## config.mk

```make
export PLATFORM = sky130hd
export DESIGN_NAME = busCtrl
export DESIGN_NICKNAME = d
export VERILOG_FILES = /design/src/coherencePkg.sv /design/src/memBusPkg.sv /design/src/busCtrl.sv /design/src/busSequencer.sv /design/src/reqArbiter.sv /design/src/snoopUnit.sv
export SDC_FILE = /design/constraint.sdc
export NUM_CORES = 1
export LEC_CHECK = 0
export ABC_AREA = 1
export BUFFER_PORTS_ARGS = -buffer_cell sky130_fd_sc_hd__buf_2
export CAP_MARGIN = 20
export CORE_AREA = 5 5 191 193
export DETAILED_ROUTE_END_ITERATION = 10
export DIE_AREA = 0 0 196 198
export GPL_TIMING_DRIVEN = 0
export PLACE_DENSITY_LB_ADDON = 0.2
export SLEW_MARGIN = 20
export SYNTH_ARGS = -nofsm -noshare
export SYNTH_HDL_FRONTEND = slang
export SYNTH_HIERARCHICAL = 1
export SYNTH_SLANG_ARGS = --single-unit
```

## constraint.sdc

```tcl
create_clock -name CLK -period 4.2 [get_ports CLK]
set_clock_uncertainty 0.05 [all_clocks]
set_input_delay 0.84 -clock CLK [delete_from_list [all_inputs] [get_ports CLK]]
set_output_delay 0.84 -clock CLK [all_outputs]
set_load 0.02 [all_outputs]
```

## src/coherencePkg.sv

```systemverilog
`default_nettype none

package coherencePkg;

    // two cores, each with one instruction port and one data port
    localparam int numCores = 2;

    typedef logic [$clog2(numCores)-1:0] coreIdT;

    // operation held by the arbiter for the sequencer
    typedef enum logic [1:0] {
        opFetch,
        opReadShared,
        opReadExcl,
        opEvict
    } busOpT;

    // sequencer states
    // flush writes the snooped core's dirty block before a fill
    typedef enum logic [3:0] {
        sIdle,
        sSnoop,
        sFlush0,
        sFlush1,
        sFill0,
        sFill1,
        sFetch,
        sEvict0,
        sEvict1
    } seqStateT;

endpackage

`default_nettype wire

```

## src/memBusPkg.sv

```systemverilog
`default_nettype none

package memBusPkg;

    // one bus word, byte addressed
    localparam int wordBits = 32;

    // byte offset inside a word, then one bit to pick the word of a block
    localparam int offsetBits = 2;
    localparam int blockBits = wordBits - offsetBits - 1;

    typedef logic [wordBits-1:0] wordT;

    // status reported by the RAM for the command it is given
    typedef enum logic [1:0] {
        ramFree,
        ramBusy,
        ramAccess,
        ramError
    } ramStateT;

    // byte address seen two ways
    // raw word for snoop compare, fields for building block word addresses
    typedef union packed {
        wordT raw;
        struct packed {
            logic [blockBits-1:0]  block;
            logic                  wordSel;
            logic [offsetBits-1:0] byteOff;
        } fields;
    } busAddrU;

endpackage

`default_nettype wire

```

## src/busCtrl.sv

```systemverilog
`timescale 1ns/100ps
`default_nettype none

module busCtrl (
    input  logic                              CLK,
    input  logic                              nRST,
    // cache side
    input  logic [coherencePkg::numCores-1:0] iREN,
    input  logic [coherencePkg::numCores-1:0] dREN,
    input  logic [coherencePkg::numCores-1:0] dWEN,
    input  memBusPkg::wordT                   iaddr [coherencePkg::numCores],
    input  memBusPkg::wordT                   daddr [coherencePkg::numCores],
    input  memBusPkg::wordT                   dstore [coherencePkg::numCores],
    input  logic [coherencePkg::numCores-1:0] cctrans,
    input  logic [coherencePkg::numCores-1:0] ccwrite,
    output logic [coherencePkg::numCores-1:0] iwait,
    output logic [coherencePkg::numCores-1:0] dwait,
    output memBusPkg::wordT                   iload [coherencePkg::numCores],
    output memBusPkg::wordT                   dload [coherencePkg::numCores],
    output logic [coherencePkg::numCores-1:0] ccwait,
    output logic [coherencePkg::numCores-1:0] ccinv,
    output memBusPkg::wordT                   ccsnoopaddr [coherencePkg::numCores],
    // RAM side
    output logic                              ramREN,
    output logic                              ramWEN,
    output memBusPkg::wordT                   ramaddr,
    output memBusPkg::wordT                   ramstore,
    input  memBusPkg::wordT                   ramload,
    input  memBusPkg::ramStateT               ramstate
);
    import coherencePkg::*;

    logic   grantValid;
    busOpT  grantOp;
    coreIdT grantCore;
    logic   opDone;
    logic   snoopPhase;
    logic   invPulse;
    logic   snoopHit;
    logic   snoopDirty;

    reqArbiter uArbiter (
        .CLK        (CLK),
        .nRST       (nRST),
        .iREN       (iREN),
        .dREN       (dREN),
        .dWEN       (dWEN),
        .ccwrite    (ccwrite),
        .opDone     (opDone),
        .grantValid (grantValid),
        .grantOp    (grantOp),
        .grantCore  (grantCore)
    );

    snoopUnit uSnoop (
        .CLK         (CLK),
        .nRST        (nRST),
        .grantCore   (grantCore),
        .daddr       (daddr),
        .cctrans     (cctrans),
        .ccwrite     (ccwrite),
        .snoopPhase  (snoopPhase),
        .invPulse    (invPulse),
        .ccwait      (ccwait),
        .ccinv       (ccinv),
        .ccsnoopaddr (ccsnoopaddr),
        .snoopHit    (snoopHit),
        .snoopDirty  (snoopDirty)
    );

    busSequencer uSequencer (
        .CLK        (CLK),
        .nRST       (nRST),
        .grantValid (grantValid),
        .grantOp    (grantOp),
        .grantCore  (grantCore),
        .iREN       (iREN),
        .dREN       (dREN),
        .dWEN       (dWEN),
        .iaddr      (iaddr),
        .daddr      (daddr),
        .dstore     (dstore),
        .ramload    (ramload),
        .ramstate   (ramstate),
        .snoopHit   (snoopHit),
        .snoopDirty (snoopDirty),
        .ramREN     (ramREN),
        .ramWEN     (ramWEN),
        .ramaddr    (ramaddr),
        .ramstore   (ramstore),
        .iwait      (iwait),
        .dwait      (dwait),
        .iload      (iload),
        .dload      (dload),
        .snoopPhase (snoopPhase),
        .invPulse   (invPulse),
        .opDone     (opDone)
    );

endmodule

`default_nettype wire

```

## src/busSequencer.sv

```systemverilog
`timescale 1ns/100ps
`default_nettype none

module busSequencer (
    input  logic                              CLK,
    input  logic                              nRST,
    input  logic                              grantValid,
    input  coherencePkg::busOpT               grantOp,
    input  coherencePkg::coreIdT              grantCore,
    input  logic [coherencePkg::numCores-1:0] iREN,
    input  logic [coherencePkg::numCores-1:0] dREN,
    input  logic [coherencePkg::numCores-1:0] dWEN,
    input  memBusPkg::wordT                   iaddr [coherencePkg::numCores],
    input  memBusPkg::wordT                   daddr [coherencePkg::numCores],
    input  memBusPkg::wordT                   dstore [coherencePkg::numCores],
    input  memBusPkg::wordT                   ramload,
    input  memBusPkg::ramStateT               ramstate,
    input  logic                              snoopHit,
    input  logic                              snoopDirty,
    output logic                              ramREN,
    output logic                              ramWEN,
    output memBusPkg::wordT                   ramaddr,
    output memBusPkg::wordT                   ramstore,
    output logic [coherencePkg::numCores-1:0] iwait,
    output logic [coherencePkg::numCores-1:0] dwait,
    output memBusPkg::wordT                   iload [coherencePkg::numCores],
    output memBusPkg::wordT                   dload [coherencePkg::numCores],
    output logic                              snoopPhase,
    output logic                              invPulse,
    output logic                              opDone
);
    import memBusPkg::*;
    import coherencePkg::*;

    seqStateT state;
    seqStateT nextState;
    coreIdT   otherCore;
    busAddrU  reqAddr;
    wordT     word0Addr;
    wordT     word1Addr;
    logic     ramReady;
    logic     iAck;
    logic     dAck;

    assign otherCore = ~grantCore;
    assign ramReady = (ramstate == ramAccess);

    // both block words come from the block field, whatever word was asked for
    assign reqAddr = daddr[grantCore];
    assign word0Addr = {reqAddr.fields.block, 1'b0, {offsetBits{1'b0}}};
    assign word1Addr = {reqAddr.fields.block, 1'b1, {offsetBits{1'b0}}};

    // a word only moves on when the RAM reports access,
    // otherwise the command is repeated as is
    always_comb begin
        nextState = state;
        ramREN = 1'b0;
        ramWEN = 1'b0;
        ramaddr = word0Addr;
        ramstore = dstore[grantCore];
        iAck = 1'b0;
        dAck = 1'b0;
        opDone = 1'b0;

        case (state)
            sIdle: begin
                if (grantValid) begin
                    case (grantOp)
                        opFetch:  nextState = sFetch;
                        opEvict:  nextState = sEvict0;
                        default:  nextState = sSnoop;
                    endcase
                end
            end
            sSnoop: begin
                nextState = snoopDirty ? sFlush0 : sFill0;
            end
            sFlush0: begin
                // dirty copy comes off the snooped core's store bus
                ramWEN = 1'b1;
                ramstore = dstore[otherCore];
                if (ramReady) begin
                    nextState = sFlush1;
                end
            end
            sFlush1: begin
                ramWEN = 1'b1;
                ramaddr = word1Addr;
                ramstore = dstore[otherCore];
                if (ramReady) begin
                    nextState = sFill0;
                end
            end
            sFill0: begin
                ramREN = 1'b1;
                dAck = ramReady;
                if (ramReady) begin
                    nextState = sFill1;
                end
            end
            sFill1: begin
                ramREN = 1'b1;
                ramaddr = word1Addr;
                dAck = ramReady;
                opDone = ramReady;
                if (ramReady) begin
                    nextState = sIdle;
                end
            end
            sFetch: begin
                ramREN = 1'b1;
                ramaddr = iaddr[grantCore];
                iAck = ramReady;
                opDone = ramReady;
                if (ramReady) begin
                    nextState = sIdle;
                end
            end
            sEvict0: begin
                ramWEN = 1'b1;
                dAck = ramReady;
                if (ramReady) begin
                    nextState = sEvict1;
                end
            end
            sEvict1: begin
                ramWEN = 1'b1;
                ramaddr = word1Addr;
                dAck = ramReady;
                opDone = ramReady;
                if (ramReady) begin
                    nextState = sIdle;
                end
            end
            default: nextState = sIdle;
        endcase
    end

    // waits drop only for the granted port with its request still up
    always_comb begin
        for (int c = 0; c < numCores; c++) begin
            iwait[c] = !(iAck && iREN[c] && (grantCore == coreIdT'(c)));
            dwait[c] = !(dAck && (dREN[c] || dWEN[c]) && (grantCore == coreIdT'(c)));
            iload[c] = (grantCore == coreIdT'(c)) ? ramload : '0;
            dload[c] = (grantCore == coreIdT'(c)) ? ramload : '0;
        end
    end

    // whole snooped transaction, snoop through the last fill word
    assign snoopPhase = state inside {sSnoop, sFlush0, sFlush1, sFill0, sFill1};

    always_ff @(posedge CLK, negedge nRST) begin
        if (!nRST) begin
            state <= sIdle;
            invPulse <= 1'b0;
        end else begin
            state <= nextState;
            // invalidate lands the cycle after the last fill word
            invPulse <= (state == sFill1) && ramReady && (grantOp == opReadExcl) && snoopHit;
        end
    end

endmodule

`default_nettype wire

```

## src/reqArbiter.sv

```systemverilog
`timescale 1ns/100ps
`default_nettype none

module reqArbiter (
    input  logic                              CLK,
    input  logic                              nRST,
    input  logic [coherencePkg::numCores-1:0] iREN,
    input  logic [coherencePkg::numCores-1:0] dREN,
    input  logic [coherencePkg::numCores-1:0] dWEN,
    input  logic [coherencePkg::numCores-1:0] ccwrite,
    input  logic                              opDone,
    output logic                              grantValid,
    output coherencePkg::busOpT               grantOp,
    output coherencePkg::coreIdT              grantCore
);
    import coherencePkg::*;

    logic   pickValid;
    busOpT  pickOp;
    coreIdT pickCore;

    // later assignments win, so walk from lowest rank to highest
    always_comb begin
        pickValid = 1'b0;
        pickOp = opFetch;
        pickCore = '0;

        // fetches rank below every data request
        for (int c = numCores - 1; c >= 0; c--) begin
            if (iREN[c]) begin
                pickValid = 1'b1;
                pickOp = opFetch;
                pickCore = coreIdT'(c);
            end
        end

        // data ports, core 0 first, write before read
        for (int c = numCores - 1; c >= 0; c--) begin
            if (dWEN[c] || dREN[c]) begin
                pickValid = 1'b1;
                pickCore = coreIdT'(c);
                if (dWEN[c]) begin
                    pickOp = opEvict;
                end else if (ccwrite[c]) begin
                    // read for ownership
                    pickOp = opReadExcl;
                end else begin
                    pickOp = opReadShared;
                end
            end
        end
    end

    // a new grant only loads while nothing is granted
    always_ff @(posedge CLK, negedge nRST) begin
        if (!nRST) begin
            grantValid <= 1'b0;
            grantOp <= opFetch;
            grantCore <= '0;
        end else if (!grantValid) begin
            if (pickValid) begin
                grantValid <= 1'b1;
                grantOp <= pickOp;
                grantCore <= pickCore;
            end
        end else if (opDone) begin
            // op and core stay put until the next grant
            grantValid <= 1'b0;
        end
    end

endmodule

`default_nettype wire

```

## src/snoopUnit.sv

```systemverilog
`timescale 1ns/100ps
`default_nettype none

module snoopUnit (
    input  logic                              CLK,
    input  logic                              nRST,
    input  coherencePkg::coreIdT              grantCore,
    input  memBusPkg::wordT                   daddr [coherencePkg::numCores],
    input  logic [coherencePkg::numCores-1:0] cctrans,
    input  logic [coherencePkg::numCores-1:0] ccwrite,
    input  logic                              snoopPhase,
    input  logic                              invPulse,
    output logic [coherencePkg::numCores-1:0] ccwait,
    output logic [coherencePkg::numCores-1:0] ccinv,
    output memBusPkg::wordT                   ccsnoopaddr [coherencePkg::numCores],
    output logic                              snoopHit,
    output logic                              snoopDirty
);
    import memBusPkg::*;
    import coherencePkg::*;

    coreIdT  target;
    busAddrU reqAddr;
    logic    phaseQ;
    logic    firstCycle;
    logic    liveHit;
    logic    liveDirty;
    logic    hitQ;
    logic    dirtyQ;

    // with two cores the snooped cache is simply the other one
    assign target = ~grantCore;
    assign reqAddr = daddr[grantCore];

    assign firstCycle = snoopPhase && !phaseQ;
    assign liveHit = cctrans[target];
    assign liveDirty = cctrans[target] && ccwrite[target];

    always_comb begin
        for (int c = 0; c < numCores; c++) begin
            // snooped cache stays stalled through the invalidate cycle too
            ccwait[c] = (snoopPhase || invPulse) && (target == coreIdT'(c));
            ccinv[c] = invPulse && (target == coreIdT'(c));
            ccsnoopaddr[c] = (target == coreIdT'(c)) ? reqAddr.raw : '0;
        end
    end

    always_ff @(posedge CLK, negedge nRST) begin
        if (!nRST) begin
            phaseQ <= 1'b0;
            hitQ <= 1'b0;
            dirtyQ <= 1'b0;
        end else begin
            phaseQ <= snoopPhase;
            if (firstCycle) begin
                hitQ <= liveHit;
                dirtyQ <= liveDirty;
            end
        end
    end

    // live reply during the snoop cycle so the sequencer can branch on it,
    // the held copy for the rest of the transaction
    assign snoopHit = firstCycle ? liveHit : hitQ;
    assign snoopDirty = firstCycle ? liveDirty : dirtyQ;

endmodule

`default_nettype wire
```

==> impl_metrics.yaml <==
synth:
  synth_cell_type_count: 31
  synth_edf_count: 0
  yosys_warnings: 6
  synth_nets: 964
  yosysTopAreaCell: "inv_1"
  async_flop_share: 1.00
  synthFlopType: "dfrtp_1"
  synth.area.top_cells: "inv_1 17%, nand2_1 14%, buf_4 13%"
  synth_top_area_frac: 0.170
  yosysMostFrequentCell: "inv_1"
  synth-seq-cells: 12
  seq_area_frac_synth: 0.0756
  netlist_area_um2: 3970
  syn_avg_cell_area_um2: 5.49
  netlist_instances: 724
  synth_common_cells: "180 x inv_1, 147 x nand2_1, 75 x nor2_1"
die:
  die_h_um: 198
  fp.dieW_um: 196
  dieArea_um2: 38800
  start_util: 0.116
  row_count: 68
  pin_count: 504
  coreArea_um2: 34400
sta:
  worstMarginPinSlew_ns: 1.05
  layout_min_cycle_time_ns: 3.47
  max_freq_ghz: 0.288
  worst_slack_ns: 0.733
  setup_violations: 0
  fin_tns_setup_ns: 0
  slew_headroom: 0.303
  holdWs_ns: 0.426
  maxSlewViolCount: 0
  finalHoldViolations: 0
  period_share: 0.825
  rsz0062_at_grt: "false"
layout:
  syn2layout_area_growth_pct: 80.1
  fin_nets: 1472
  drive_above_1_share: 0.524
  regArea_um2: 300
  nFillCells: 4063
  multi_input_area_um2: 2230
power_and_ir_drop:
  p_leak_nw: 4.92
  max-vdd-ir-drop_v: 0.000350
  powerDensity_nw_per_um2: 733
  p_clk_frac: 0.037
  combPwrFrac: 0.919
  p_total_mw: 5.25
  p_int_mw: 1.87
  sw_frac_of_total: 0.645
  switchingPower_mw: 3.38
  seqPwrFrac: 0.044
clock_tree:
  cts-resized-gates: 0
  htreeDepth: 1
  cts-hold-fix-buffers: 0
  cts-root-buf: "clkbuf_16"
  clkLatencyLatePin_ns: 0.24
  cts_tree: "done"
  postCtsSetupRepairBufs: 0
  numCtsBuffers: 3
  clkSinkCount: 12
  cts.clk_slew.worst_paths_ns: 0.04
  ctsLongestPathBuffers: 2
detailed_routing:
  postRouteAntennaNets: 0
  drcViolationCount: 0
  totalWireLength_mm: 29.7
  firstDrtPassIters: 5
  avgRoutedWirePerCell_um: 17.6
  via_count: 6210
  avgViaCountPerCell: 3.68
  drtIter0Drc: 269
critical_path:
  crit_path_end_kind: "output pin"
  critPathArrivalTime_ns: 2.58
  start_kind: "flip-flop"
  cp_data_required_time_ns: 3.31
  cp_max_fo: 11
  crit_type: "reg -> out"
  regToRegSetupSlack_ns: 2.25
job:
  maxCapViolations: 0
global_route:
  first_global_vias: 6214
  grt_overflow_total: 0
  grt.total_usage: 0.140
  antenna_found_initial: 2
  grt_max_degree: 13
  grt_pass1_wl_mm: 41.1
place:
  place.detailed.hpwl_mm: 26.0
  place_ws_ns: 0.914
  port_buffers: 503
  gp_congestion: 0.968
worst_hold_path:
  hp-class: "in -> async"
outcome:
  outcome: "finished clean"
==> flip-flops by register name, indices dropped and copies added, names as in the netlist <==
register	cells
uArbiter/grantOp	2
uSnoop/hitQ	1
uSnoop/phaseQ	1
uSequencer/invPulse	1
uArbiter/grantCore	1
uSnoop/dirtyQ	1
uArbiter/grantValid	1
uSequencer/state	4
==> logic make-up (layout without fill, tap and decap cells) <==
logic type	count (synthesis)	after routing	synth area share
multiplexers	29	29	0.0731
adder cells (fa/ha/maj)	2	2	0.00630
AND/OR/NAND/NOR	288	288	0.320
flip-flops	12	12	0.0756
AO/OA/AOI/OAI	107	107	0.155
other	0	3	0
buffers and inverters	285	792	0.363
XOR/XNOR	1	1	0.00693
==> critical path, stage by stage, from the launching register on <==
cell and delay [ns]:
dfrtp_1 0.51, inv_2 0.06, nor2_2 0.19, nand2_4 0.12
inv_4 0.11, clkbuf_1 0.78, o21ai_0 0.31, buf_2 0.25
==> placed cells by master, fill, tap and decap left out, types with 4 or more instances in the layout <==
master    Yosys  final
o21ai_0      53     53
or2_2        24     24
buf_6         8      8
o211ai_1     29     29
dfrtp_1      12     12
buf_2        13    516
o21ai_1      13     13
nand2_1     147    147
clkbuf_2      4      4
or2_0         5      5
a21oi_1       9      9
nor2_1       75     75
clkbuf_1      6      6
mux2i_1      29     29
nand4_1       4      4
inv_1       180    180
nor2_2        4      4
nand3_1      16     16
buf_4        68     68
==> layout make-up <==
type,instances,share of cell area
antenna,3,0.00105
multi-input combinational,427,0.312
timing repair buffer,503,0.352
buffer,101,0.105
sequential,12,0.0420
clock buffer,4,0.0124
inverter,184,0.0969
tap,455,0.0796
==> power by group through the flow <==
stage	Sequential [mW]	Combinational (mW)	Clock, mW
floorplan	0.217	2.99	0
global placement	0.234	4.91	0
detailed placement	0.232	4.90	0
CTS	0.231	4.91	0.198
global route	0.238	5.19	0.205
finish	0.230	4.82	0.195
==> worst paths after layout <==
kind                       cells after the start                   to           startpoint
hold / removal                                 1  uArbiter/grantValid                 nRST
min in group CLK                               2  uArbiter/grantOp[0]  uArbiter/grantOp[0]
setup reg to reg                              10  uSequencer/state[2]  uSequencer/state[1]
setup / recovery                               7           ramaddr[4]  uSequencer/state[1]
hold reg to reg                                2  uArbiter/grantOp[0]  uArbiter/grantOp[0]
max in group asynchronous                      1        uSnoop/phaseQ                 nRST
==> layer usage <==
layer,track usage,wire (µm),up-vias,share of wire
li1,-,-,3130,-
met1,0.169,12000,2799,0.40
met2,0.261,15300,260,0.52
met3,0.0185,1720,21,0.058
met4,0.0326,617,0,0.021
met5,0,0,-,0
==> per-stage QoR <==
stage	instance area, µm²	util	cells
2_1_floorplan	3970	-	724
6_report	7160	0.208	1689
4_1_cts	7150	0.208	1686
3_3_place_gp	7060	0.205	1682
3_5_place_dp	7060	0.205	1682
5_1_grt	7150	0.208	1688
Power figures use the tool's default switching activity.
